**src/itf_ctr_pkg.sv**
```systemverilog
// widths, vector types, bank and command codes, register word indices, node offset function
`default_nettype none

package itf_ctr_pkg;

    // vector types with a meaning on the interface
    typedef logic [6:0]  cfg_addr_t;
    typedef logic [12:0] cfg_data_t;
    typedef logic [4:0]  word_idx_t;
    typedef logic [1:0]  bank_code_t;
    typedef logic [3:0]  node_id_t;
    // bit 4 set means minus
    typedef logic [4:0]  rel_addr_t;
    typedef logic [24:0] noc_addr_t;
    typedef logic [11:0] noc_high_t;
    typedef logic [12:0] ram_addr_t;
    typedef logic [10:0] pp_num_t;
    typedef logic [2:0]  cmd_code_t;

    // bank codes, upper two bits of cfg_addr
    localparam bank_code_t BANK_CORE_RD = 2'd0;
    localparam bank_code_t BANK_DMA_RD  = 2'd2;

    // command codes on cmd_addr
    localparam cmd_code_t CMD_CORE_RD = 3'd0;
    localparam cmd_code_t CMD_DMA_RD  = 3'd2;
    localparam cmd_code_t CMD_FINISH  = 3'd4;

    localparam int NUM_CHAN      = 2;
    localparam int CORE_RD_WORDS = 10;
    localparam int DMA_RD_WORDS  = 9;

    // core-read bank layout
    localparam int CR_ADDR_MODE     = 0;
    localparam int CR_REL_OFFSET    = 1;
    localparam int CR_MC            = 2;
    localparam int CR_DMA_TRANSFER  = 3;
    localparam int CR_PP_EN         = 4;
    localparam int CR_ABS_TARGET    = 5;
    localparam int CR_BASE_ADDR     = 6;
    localparam int CR_PP_NUM        = 7;
    localparam int CR_PING_LEN      = 8;
    localparam int CR_PONG_LEN      = 9;

    // dma-read bank layout
    localparam int DR_ADDR_MODE     = 0;
    localparam int DR_REL_OFFSET    = 1;
    localparam int DR_DMA_TRANSFER  = 2;
    localparam int DR_PP_EN         = 3;
    localparam int DR_RAM_BASE      = 4;
    localparam int DR_NOC_LOW       = 5;
    localparam int DR_NOC_HIGH      = 6;
    localparam int DR_PP_NUM        = 7;
    localparam int DR_PING_LEN      = 8;

    // node id plus or minus the low offset bits, wraps modulo 16
    function automatic node_id_t rel_node(node_id_t base, rel_addr_t offset);
        return offset[4] ? (base - offset[3:0]) : (base + offset[3:0]);
    endfunction

endpackage

`default_nettype wire

```
**src/cfg_reg_bank.sv**
```systemverilog
// cfg_reg_bank: one channel's configuration words, written by the core config strobe
`default_nettype none
`timescale 1ns/10ps

module cfg_reg_bank #(
    parameter itf_ctr_pkg::bank_code_t bank_code = 2'd0,
    parameter int                      num_words = 10
) (
    input  logic                   clk,
    input  logic                   rst_n,
    input  logic                   cfg_valid,
    input  itf_ctr_pkg::cfg_addr_t cfg_addr,
    input  itf_ctr_pkg::cfg_data_t cfg_data,
    output itf_ctr_pkg::cfg_data_t words [num_words]
);

    import itf_ctr_pkg::*;

    bank_code_t addr_bank;
    word_idx_t  word_idx;
    logic       bank_hit;

    // split config address into bank code and word index
    assign addr_bank = cfg_addr[6:5];
    assign word_idx  = cfg_addr[4:0];

    // strobe aimed at this bank
    assign bank_hit = cfg_valid && (addr_bank == bank_code);

    always_ff @(posedge clk or negedge rst_n) begin
        if (!rst_n) begin
            for (int i = 0; i < num_words; i++) begin
                words[i] <= '0;
            end
        end else if (bank_hit) begin
            // index past num_words matches no word, write dropped
            for (int i = 0; i < num_words; i++) begin
                if (int'(word_idx) == i) begin
                    words[i] <= cfg_data;
                end
            end
        end
    end

endmodule

`default_nettype wire

```
**src/cmd_dispatch.sv**
```systemverilog
// cmd_dispatch: routes the core command to a channel, muxes the grant, registers cmd_ok
`default_nettype none
`timescale 1ns/10ps

module cmd_dispatch (
    input  logic                   clk,
    input  logic                   rst_n,
    input  logic                   cmd_req,
    input  itf_ctr_pkg::cmd_code_t cmd_addr,
    input  logic                   core_rd_gnt,
    input  logic                   dma_rd_gnt,
    input  logic                   all_finished,
    output logic                   core_rd_req,
    output logic                   dma_rd_req,
    output logic                   cmd_gnt,
    output logic                   cmd_ok
);

    import itf_ctr_pkg::*;

    // request and grant follow cmd_addr in the same cycle
    always_comb begin
        core_rd_req = 1'b0;
        dma_rd_req  = 1'b0;
        cmd_gnt     = 1'b0;
        case (cmd_addr)
            CMD_CORE_RD: begin
                core_rd_req = cmd_req;
                cmd_gnt     = core_rd_gnt;
            end
            CMD_DMA_RD: begin
                dma_rd_req = cmd_req;
                cmd_gnt    = dma_rd_gnt;
            end
            // finish query answered locally
            CMD_FINISH: cmd_gnt = all_finished;
            // dropped write channels and spare codes
            default: cmd_gnt = 1'b0;
        endcase
    end

    // ok one cycle after grant
    always_ff @(posedge clk or negedge rst_n) begin
        if (!rst_n) begin
            cmd_ok <= 1'b0;
        end else begin
            cmd_ok <= cmd_gnt;
        end
    end

endmodule

`default_nettype wire

```
**src/core_rd_field_decode.sv**
```systemverilog
// core_rd_field_decode: core-read fields, target node and local access flag
`default_nettype none
`timescale 1ns/10ps

module core_rd_field_decode #(
    parameter itf_ctr_pkg::node_id_t node_id = 4'd5
) (
    input  itf_ctr_pkg::cfg_data_t  words [itf_ctr_pkg::CORE_RD_WORDS],
    output logic                    cr_mc,
    output logic                    cr_dma_transfer,
    output logic                    cr_pingpong_en,
    output itf_ctr_pkg::node_id_t   cr_target_id,
    output logic                    cr_local_access,
    output itf_ctr_pkg::ram_addr_t  cr_base_addr,
    output itf_ctr_pkg::pp_num_t    cr_pingpong_num,
    output itf_ctr_pkg::ram_addr_t  cr_ping_len,
    output itf_ctr_pkg::ram_addr_t  cr_pong_len
);

    import itf_ctr_pkg::*;

    // 0 absolute, 1 relative to node_id
    logic      addr_mode;
    rel_addr_t rel_offset;
    node_id_t  abs_target;

    assign addr_mode  = words[CR_ADDR_MODE][0];
    assign rel_offset = words[CR_REL_OFFSET][4:0];
    assign abs_target = words[CR_ABS_TARGET][3:0];

    // plain field slices
    assign cr_mc           = words[CR_MC][0];
    assign cr_dma_transfer = words[CR_DMA_TRANSFER][0];
    assign cr_pingpong_en  = words[CR_PP_EN][0];
    assign cr_base_addr    = words[CR_BASE_ADDR];
    assign cr_pingpong_num = words[CR_PP_NUM][10:0];
    assign cr_ping_len     = words[CR_PING_LEN];
    assign cr_pong_len     = words[CR_PONG_LEN];

    // target node, relative mode wraps around 16 nodes
    assign cr_target_id = addr_mode ? rel_node(node_id, rel_offset) : abs_target;

    // own node without multicast reads the local L2 path
    // multicast always goes out through the router, even to itself
    assign cr_local_access = !cr_mc &&
        ((!addr_mode && (abs_target == node_id)) || (addr_mode && (rel_offset[3:0] == 4'd0)));

endmodule

`default_nettype wire

```
**src/dma_rd_field_decode.sv**
```systemverilog
// dma_rd_field_decode: dma-read fields and NoC base address composition
`default_nettype none
`timescale 1ns/10ps

module dma_rd_field_decode #(
    parameter itf_ctr_pkg::node_id_t node_id = 4'd5
) (
    input  itf_ctr_pkg::cfg_data_t  words [itf_ctr_pkg::DMA_RD_WORDS],
    output logic                    dr_dma_transfer,
    output logic                    dr_pingpong_en,
    output itf_ctr_pkg::ram_addr_t  dr_ram_base_addr,
    output itf_ctr_pkg::noc_addr_t  dr_noc_base_addr,
    output itf_ctr_pkg::pp_num_t    dr_pingpong_num,
    output itf_ctr_pkg::ram_addr_t  dr_ping_len
);

    import itf_ctr_pkg::*;

    logic      addr_mode;
    rel_addr_t rel_offset;
    noc_high_t high_sel;

    assign addr_mode  = words[DR_ADDR_MODE][0];
    assign rel_offset = words[DR_REL_OFFSET][4:0];

    assign dr_dma_transfer  = words[DR_DMA_TRANSFER][0];
    assign dr_pingpong_en   = words[DR_PP_EN][0];
    assign dr_ram_base_addr = words[DR_RAM_BASE];
    assign dr_pingpong_num  = words[DR_PP_NUM][10:0];
    assign dr_ping_len      = words[DR_PING_LEN];

    // relative mode puts the computed node in the high part
    assign high_sel = addr_mode ? {8'd0, rel_node(node_id, rel_offset)} : words[DR_NOC_HIGH][11:0];

    // 12 bit high part over 13 bit low part
    assign dr_noc_base_addr = {high_sel, words[DR_NOC_LOW]};

endmodule

`default_nettype wire

```
**src/dnoc_itf_ctr_top.sv**
```systemverilog
// dnoc_itf_ctr_top: register banks, field decoders, command dispatch and finish tracking
`default_nettype none
`timescale 1ns/10ps

module dnoc_itf_ctr_top #(
    parameter itf_ctr_pkg::node_id_t node_id = 4'd5
) (
    input  logic                    clk,
    input  logic                    rst_n,
    input  logic                    cfg_valid,
    input  itf_ctr_pkg::cfg_addr_t  cfg_addr,
    input  itf_ctr_pkg::cfg_data_t  cfg_data,
    input  logic                    cmd_req,
    input  itf_ctr_pkg::cmd_code_t  cmd_addr,
    output logic                    cmd_gnt,
    output logic                    cmd_ok,
    output logic                    core_rd_req,
    input  logic                    core_rd_gnt,
    input  logic                    core_rd_done,
    output logic                    dma_rd_req,
    input  logic                    dma_rd_gnt,
    input  logic                    dma_rd_done,
    output logic                    cr_mc,
    output logic                    cr_dma_transfer,
    output logic                    cr_pingpong_en,
    output itf_ctr_pkg::node_id_t   cr_target_id,
    output logic                    cr_local_access,
    output itf_ctr_pkg::ram_addr_t  cr_base_addr,
    output itf_ctr_pkg::pp_num_t    cr_pingpong_num,
    output itf_ctr_pkg::ram_addr_t  cr_ping_len,
    output itf_ctr_pkg::ram_addr_t  cr_pong_len,
    output logic                    dr_dma_transfer,
    output logic                    dr_pingpong_en,
    output itf_ctr_pkg::ram_addr_t  dr_ram_base_addr,
    output itf_ctr_pkg::noc_addr_t  dr_noc_base_addr,
    output itf_ctr_pkg::pp_num_t    dr_pingpong_num,
    output itf_ctr_pkg::ram_addr_t  dr_ping_len
);

    import itf_ctr_pkg::*;

    cfg_data_t core_rd_words [CORE_RD_WORDS];
    cfg_data_t dma_rd_words  [DMA_RD_WORDS];
    logic      all_finished;

    // both banks share the config strobe, bank code picks one
    cfg_reg_bank #(
        .bank_code (BANK_CORE_RD),
        .num_words (CORE_RD_WORDS)
    ) u_core_rd_bank (
        .clk       (clk),
        .rst_n     (rst_n),
        .cfg_valid (cfg_valid),
        .cfg_addr  (cfg_addr),
        .cfg_data  (cfg_data),
        .words     (core_rd_words)
    );

    cfg_reg_bank #(
        .bank_code (BANK_DMA_RD),
        .num_words (DMA_RD_WORDS)
    ) u_dma_rd_bank (
        .clk       (clk),
        .rst_n     (rst_n),
        .cfg_valid (cfg_valid),
        .cfg_addr  (cfg_addr),
        .cfg_data  (cfg_data),
        .words     (dma_rd_words)
    );

    core_rd_field_decode #(
        .node_id (node_id)
    ) u_core_rd_decode (
        .words           (core_rd_words),
        .cr_mc           (cr_mc),
        .cr_dma_transfer (cr_dma_transfer),
        .cr_pingpong_en  (cr_pingpong_en),
        .cr_target_id    (cr_target_id),
        .cr_local_access (cr_local_access),
        .cr_base_addr    (cr_base_addr),
        .cr_pingpong_num (cr_pingpong_num),
        .cr_ping_len     (cr_ping_len),
        .cr_pong_len     (cr_pong_len)
    );

    dma_rd_field_decode #(
        .node_id (node_id)
    ) u_dma_rd_decode (
        .words            (dma_rd_words),
        .dr_dma_transfer  (dr_dma_transfer),
        .dr_pingpong_en   (dr_pingpong_en),
        .dr_ram_base_addr (dr_ram_base_addr),
        .dr_noc_base_addr (dr_noc_base_addr),
        .dr_pingpong_num  (dr_pingpong_num),
        .dr_ping_len      (dr_ping_len)
    );

    // finish grant comes back from the tracker
    cmd_dispatch u_cmd_dispatch (
        .clk          (clk),
        .rst_n        (rst_n),
        .cmd_req      (cmd_req),
        .cmd_addr     (cmd_addr),
        .core_rd_gnt  (core_rd_gnt),
        .dma_rd_gnt   (dma_rd_gnt),
        .all_finished (all_finished),
        .core_rd_req  (core_rd_req),
        .dma_rd_req   (dma_rd_req),
        .cmd_gnt      (cmd_gnt),
        .cmd_ok       (cmd_ok)
    );

    finish_tracker u_finish_tracker (
        .clk          (clk),
        .rst_n        (rst_n),
        .cmd_req      (cmd_req),
        .cmd_gnt      (cmd_gnt),
        .cmd_addr     (cmd_addr),
        .core_rd_done (core_rd_done),
        .dma_rd_done  (dma_rd_done),
        .all_finished (all_finished)
    );

endmodule

`default_nettype wire

```
**src/finish_tracker.sv**
```systemverilog
// finish_tracker: per-channel armed and done bits, all_finished level
`default_nettype none
`timescale 1ns/10ps

module finish_tracker (
    input  logic                   clk,
    input  logic                   rst_n,
    input  logic                   cmd_req,
    input  logic                   cmd_gnt,
    input  itf_ctr_pkg::cmd_code_t cmd_addr,
    input  logic                   core_rd_done,
    input  logic                   dma_rd_done,
    output logic                   all_finished
);

    import itf_ctr_pkg::*;

    // bit 0 core read, bit 1 dma read
    logic [NUM_CHAN-1:0] armed;
    logic [NUM_CHAN-1:0] done_bits;
    logic [NUM_CHAN-1:0] chan_hit;
    logic [NUM_CHAN-1:0] done_in;
    logic                accept;
    logic                finish_acc;

    assign accept     = cmd_req && cmd_gnt;
    assign finish_acc = accept && (cmd_addr == CMD_FINISH);

    assign chan_hit = {cmd_addr == CMD_DMA_RD, cmd_addr == CMD_CORE_RD};
    assign done_in  = {dma_rd_done, core_rd_done};

    always_ff @(posedge clk or negedge rst_n) begin
        if (!rst_n) begin
            armed     <= '0;
            done_bits <= '0;
        end else if (finish_acc) begin
            // query accepted, start over
            armed     <= '0;
            done_bits <= '0;
        end else begin
            for (int i = 0; i < NUM_CHAN; i++) begin
                if (accept && chan_hit[i]) begin
                    // new command, earlier done no longer counts
                    armed[i]     <= 1'b1;
                    done_bits[i] <= 1'b0;
                end else if (done_in[i]) begin
                    done_bits[i] <= 1'b1;
                end
            end
        end
    end

    // nothing armed after reset, so high
    assign all_finished = (done_bits == armed);

endmodule

`default_nettype wire

```
**config.mk**
```make
export PLATFORM = sky130hd
export DESIGN_NAME = dnoc_itf_ctr_top
export DESIGN_NICKNAME = d
export VERILOG_FILES = /design/src/itf_ctr_pkg.sv /design/src/cfg_reg_bank.sv /design/src/cmd_dispatch.sv /design/src/core_rd_field_decode.sv /design/src/dma_rd_field_decode.sv /design/src/dnoc_itf_ctr_top.sv /design/src/finish_tracker.sv
export SDC_FILE = /design/constraint.sdc
export NUM_CORES = 1
export LEC_CHECK = 0
export ABC_CLOCK_PERIOD_IN_PS = 1300
export BUFFER_PORTS_ARGS = -buffer_cell sky130_fd_sc_hd__buf_2
export CAP_MARGIN = 5
export CORE_MARGIN = 1
export CORE_UTILIZATION = 35
export DETAILED_ROUTE_END_ITERATION = 10
export PLACE_DENSITY = 0.55
export SLEW_MARGIN = 20
export SYNTH_ARGS = -nofsm -noshare
export SYNTH_HDL_FRONTEND = slang
export SYNTH_SLANG_ARGS = --single-unit
export TNS_END_PERCENT = 20
```
**constraint.sdc**
```tcl
create_clock -name clk -period 1.3 [get_ports clk]
set_clock_uncertainty 0.1 [all_clocks]
set_input_delay 0.065 -clock clk [delete_from_list [all_inputs] [get_ports clk]]
set_output_delay 0.065 -clock clk [all_outputs]
set_load 0.02 [all_outputs]
```
==> qor.txt <==
Flop pwr share = 41.7%
I/O pin count = 157
Largest net degree at the start of global routing = 40
Most common cell after layout, fill and taps aside = buf_2
TritonCTS clock tree = built
Share of layout cells above drive strength 1 = 65.8%
Critical path type = reg -> out
Clk Latency, worst-skew pair = 0.41 ns
Vias in the first global route = 4397
Wirelength per Cell = 17.7 um
# fillers = 1622
Worst slew pin tran = 0.432 ns
Worst R2R Start = u_finish_tracker.armed[1]
DR DRC count = 16
Pins Over Slew Limit = 0
Final worst slack = -0.580 ns
Leak = 4.38 nW
Slew HR = 71.2%
R2r setup slk = -0.01 ns
Req. time, crit path = 1.13 ns
Power share of the combinational group = 16.1%
Critical Path Stages = 6
CTS max path bufs = 2
GP Congestion = 0.790
Pwr Density = 1410 nW/um^2
Clk sinks = 138
CP Launch Type = register
Register area share after synthesis = 53.0%
CTS clk-pin slew, worst paths = 0.06 ns
Worst Setup EP = dr_noc_base_addr[15]
Die Area = 19200 sq um
Most used DFF post-synth = dfrtp_1
Global-route wire length before repair = 24.3 mm
DIE WIDTH = 138 um
FF+latch count, synth = 138
Gr usage total = 16.7%
Synth Area per Inst = 13.1 sq um
Final nets = 660
Post-synth net total = 535
Status = finished with violations
Area grow syn2layout = 27.1%
H-Tree Depth = 4
Dpl hpwl = 10.5 mm
Post-synthesis cell area = 6520 sq um
Post-CTS Hold Buffers = 18
Switching part of the total = 25.9%
Worst setup EP type = primary output
Peak supply drop = 843 uV
Worst hold slack = -0.0252 ns
Psw = 3.02 mW
Fin Setup TNS = -5.59 ns
Remaining antenna violation count = 0
FF-to-FF End = u_finish_tracker.armed[1]
CTS Buf Count = 17
Internal power = 8.64 mW
Max frequency = 0.532 GHz
Max-Cap Viols = 0
Period utilization = 145%
Initial Util = 36.0%
Post-synth ARST share = 100%
Max FO, Critical Path = 3
Number of port buffers = 156
Setup repair after global routing missed its margin = true
EDFF count, synth = 0
Cells on worst reg2reg path = 5
ANT cells = 0
Netlist cell types = 38
Arr. time, crit path = 1.71 ns
Tmin final = 1.88 ns
Via density = 4.73
# setup viols final = 30
Fin util = 45.8%
Crit-path leading delay family = flip-flops
Critical path's largest stage delay = 0.41 ns
CP cell instances = ha_1 > xor2_1 > nor2_1 > a21oi_2 > a21oi_2 > buf_4
Commonest cells after routing, fill and taps aside = buf_2, mux2_2, dfrtp_1, buf_4, clkbuf_16
Root buffer cell = clkbuf_16
Synthesized instance count = 497
Final WL = 15.2 mm
Slowest cell on crit path = dfrtp_1
Core area = 18100 sq um
Violated checks = design-rule violations, negative hold slack, negative setup slack
Cell mode on critical path = a21oi_2
Rows = 49
Via count = 4082
Worst Setup SP = u_dma_rd_bank.words[91]
First-pass iteration count of the detailed router = 8
Iteration-0 DRC Markers = 127
Antenna violations before repair = 0
Clk pwr share = 42.2%
Total gr overflow = 0
Hold Path Class = in -> async
Die height = 138 um
Synthesis Warnings = 0
Hold Vio Cnt, Final = 20
WP buf/inv = 1
what timing repair did:
action	in CTS	in global routing
endpoints found under the hold margin	212	19
gates resized for setup	37	34
buffers inserted	4	5
pin swaps	12	9
setup endpoints to repair	29	60
layout make-up:
class	instances	area [sq um]	area share (%)
sequential	138	3460	41.8
multi-input combinational	234	2340	28.3
timing repair buffer	223	1550	18.7
clock buffer	20	467	5.63
tap	229	287	3.46
clock inverter	11	145	1.75
inverter	8	32.5	0.393
Yosys cell counts (2+ instances only):
cell type | instances | area [sq um]
a21oi_1 | 14 | 70.1
xnor2_1 | 5 | 43.8
ha_1 | 7 | 87.6
xor2_1 | 2 | 17.5
buf_4 | 101 | 758
nand4_1 | 2 | 12.5
o21ai_0 | 2 | 10.0
nor3_1 | 2 | 10.0
buf_2 | 10 | 50.1
nand3_1 | 3 | 15.0
mux2i_1 | 4 | 40.0
nand2_2 | 2 | 12.5
dfrtp_1 | 138 | 3450
inv_1 | 8 | 30.0
clkbuf_1 | 4 | 15.0
a211oi_1 | 2 | 15.0
nand2_1 | 13 | 48.8
nor2b_1 | 10 | 62.6
mux2_2 | 133 | 1500
nor3b_1 | 3 | 22.5
nor2_1 | 14 | 52.6
buf_6 | 2 | 22.5
layer usage:
metal  GRT usage, %  wire length, um  up-vias
met5              0                0        -
met4           6.33              242        0
met3           4.64              854       18
met2           28.8             7700      107
met1           19.9             6430     2100
li1               -                -     1857
how the worst min path moves through the flow:
stage | start | to | slack (ns) | cells after the start
after floorplan | rst_n | u_cmd_dispatch.cmd_ok | -0.33 | 0
after CTS | rst_n | u_core_rd_bank.words[30] | -0.04 | 2
after global routing | rst_n | u_core_rd_bank.words[30] | -0.03 | 2
final | rst_n | u_core_rd_bank.words[30] | -0.03 | 2
after global placement | rst_n | u_dma_rd_bank.words[56] | -0.13 | 1
after detailed placement | rst_n | u_dma_rd_bank.words[56] | -0.12 | 1
per-stage QoR:
stage | cell area (sq um) | total power [mW] | instances | worst slack (ns)
2_1_floorplan | 6540 | 6.21 | 497 | -0.329
3_3_place_gp | 7190 | 6.57 | 806 | -0.464
3_5_place_dp | 7190 | 6.62 | 806 | -0.485
4_1_cts | 8120 | 11.7 | 859 | -0.603
5_1_grt | 8290 | 12.2 | 863 | -0.671
6_report | 8290 | 11.7 | 863 | -0.580
registers in the layout, summed over array words and instances (netlist names):
register and count:
u_dma_rd_bank.words 70, u_core_rd_bank.words 63, u_cmd_dispatch.cmd_ok 1, u_finish_tracker.armed 2, u_finish_tracker.done_bits 2
worst reg2reg max path, stage by stage (launching register included):
cell     delay (ns)
dfrtp_1        0.43
xnor2_2        0.20
buf_4          0.14
nand4_1        0.08
o21ai_0        0.08
o21ba_2        0.17
cells by family (layout without fill, tap and decap cells):
group / after synthesis / in the layout / synth area share [%]
xor+xnor: 7 / 7 / 0.941
buf+inv: 125 / 262 / 13.4
mux: 137 / 137 / 23.6
compound gates: 21 / 21 / 1.88
simple gates: 62 / 62 / 5.84
flops: 138 / 138 / 53.0
fa+ha+maj: 7 / 7 / 1.34
power groups by stage:
stage / Clock [mW] / Combinational [mW] / Sequential [mW]
after floorplan: 0 / 1.32 / 4.89
after global placement: 0 / 1.66 / 4.92
after detailed placement: 0 / 1.69 / 4.93
after CTS: 5.06 / 1.82 / 4.86
after global routing: 5.26 / 2.02 / 4.91
final: 4.93 / 1.88 / 4.87
Power figures use the tool's default switching activity.
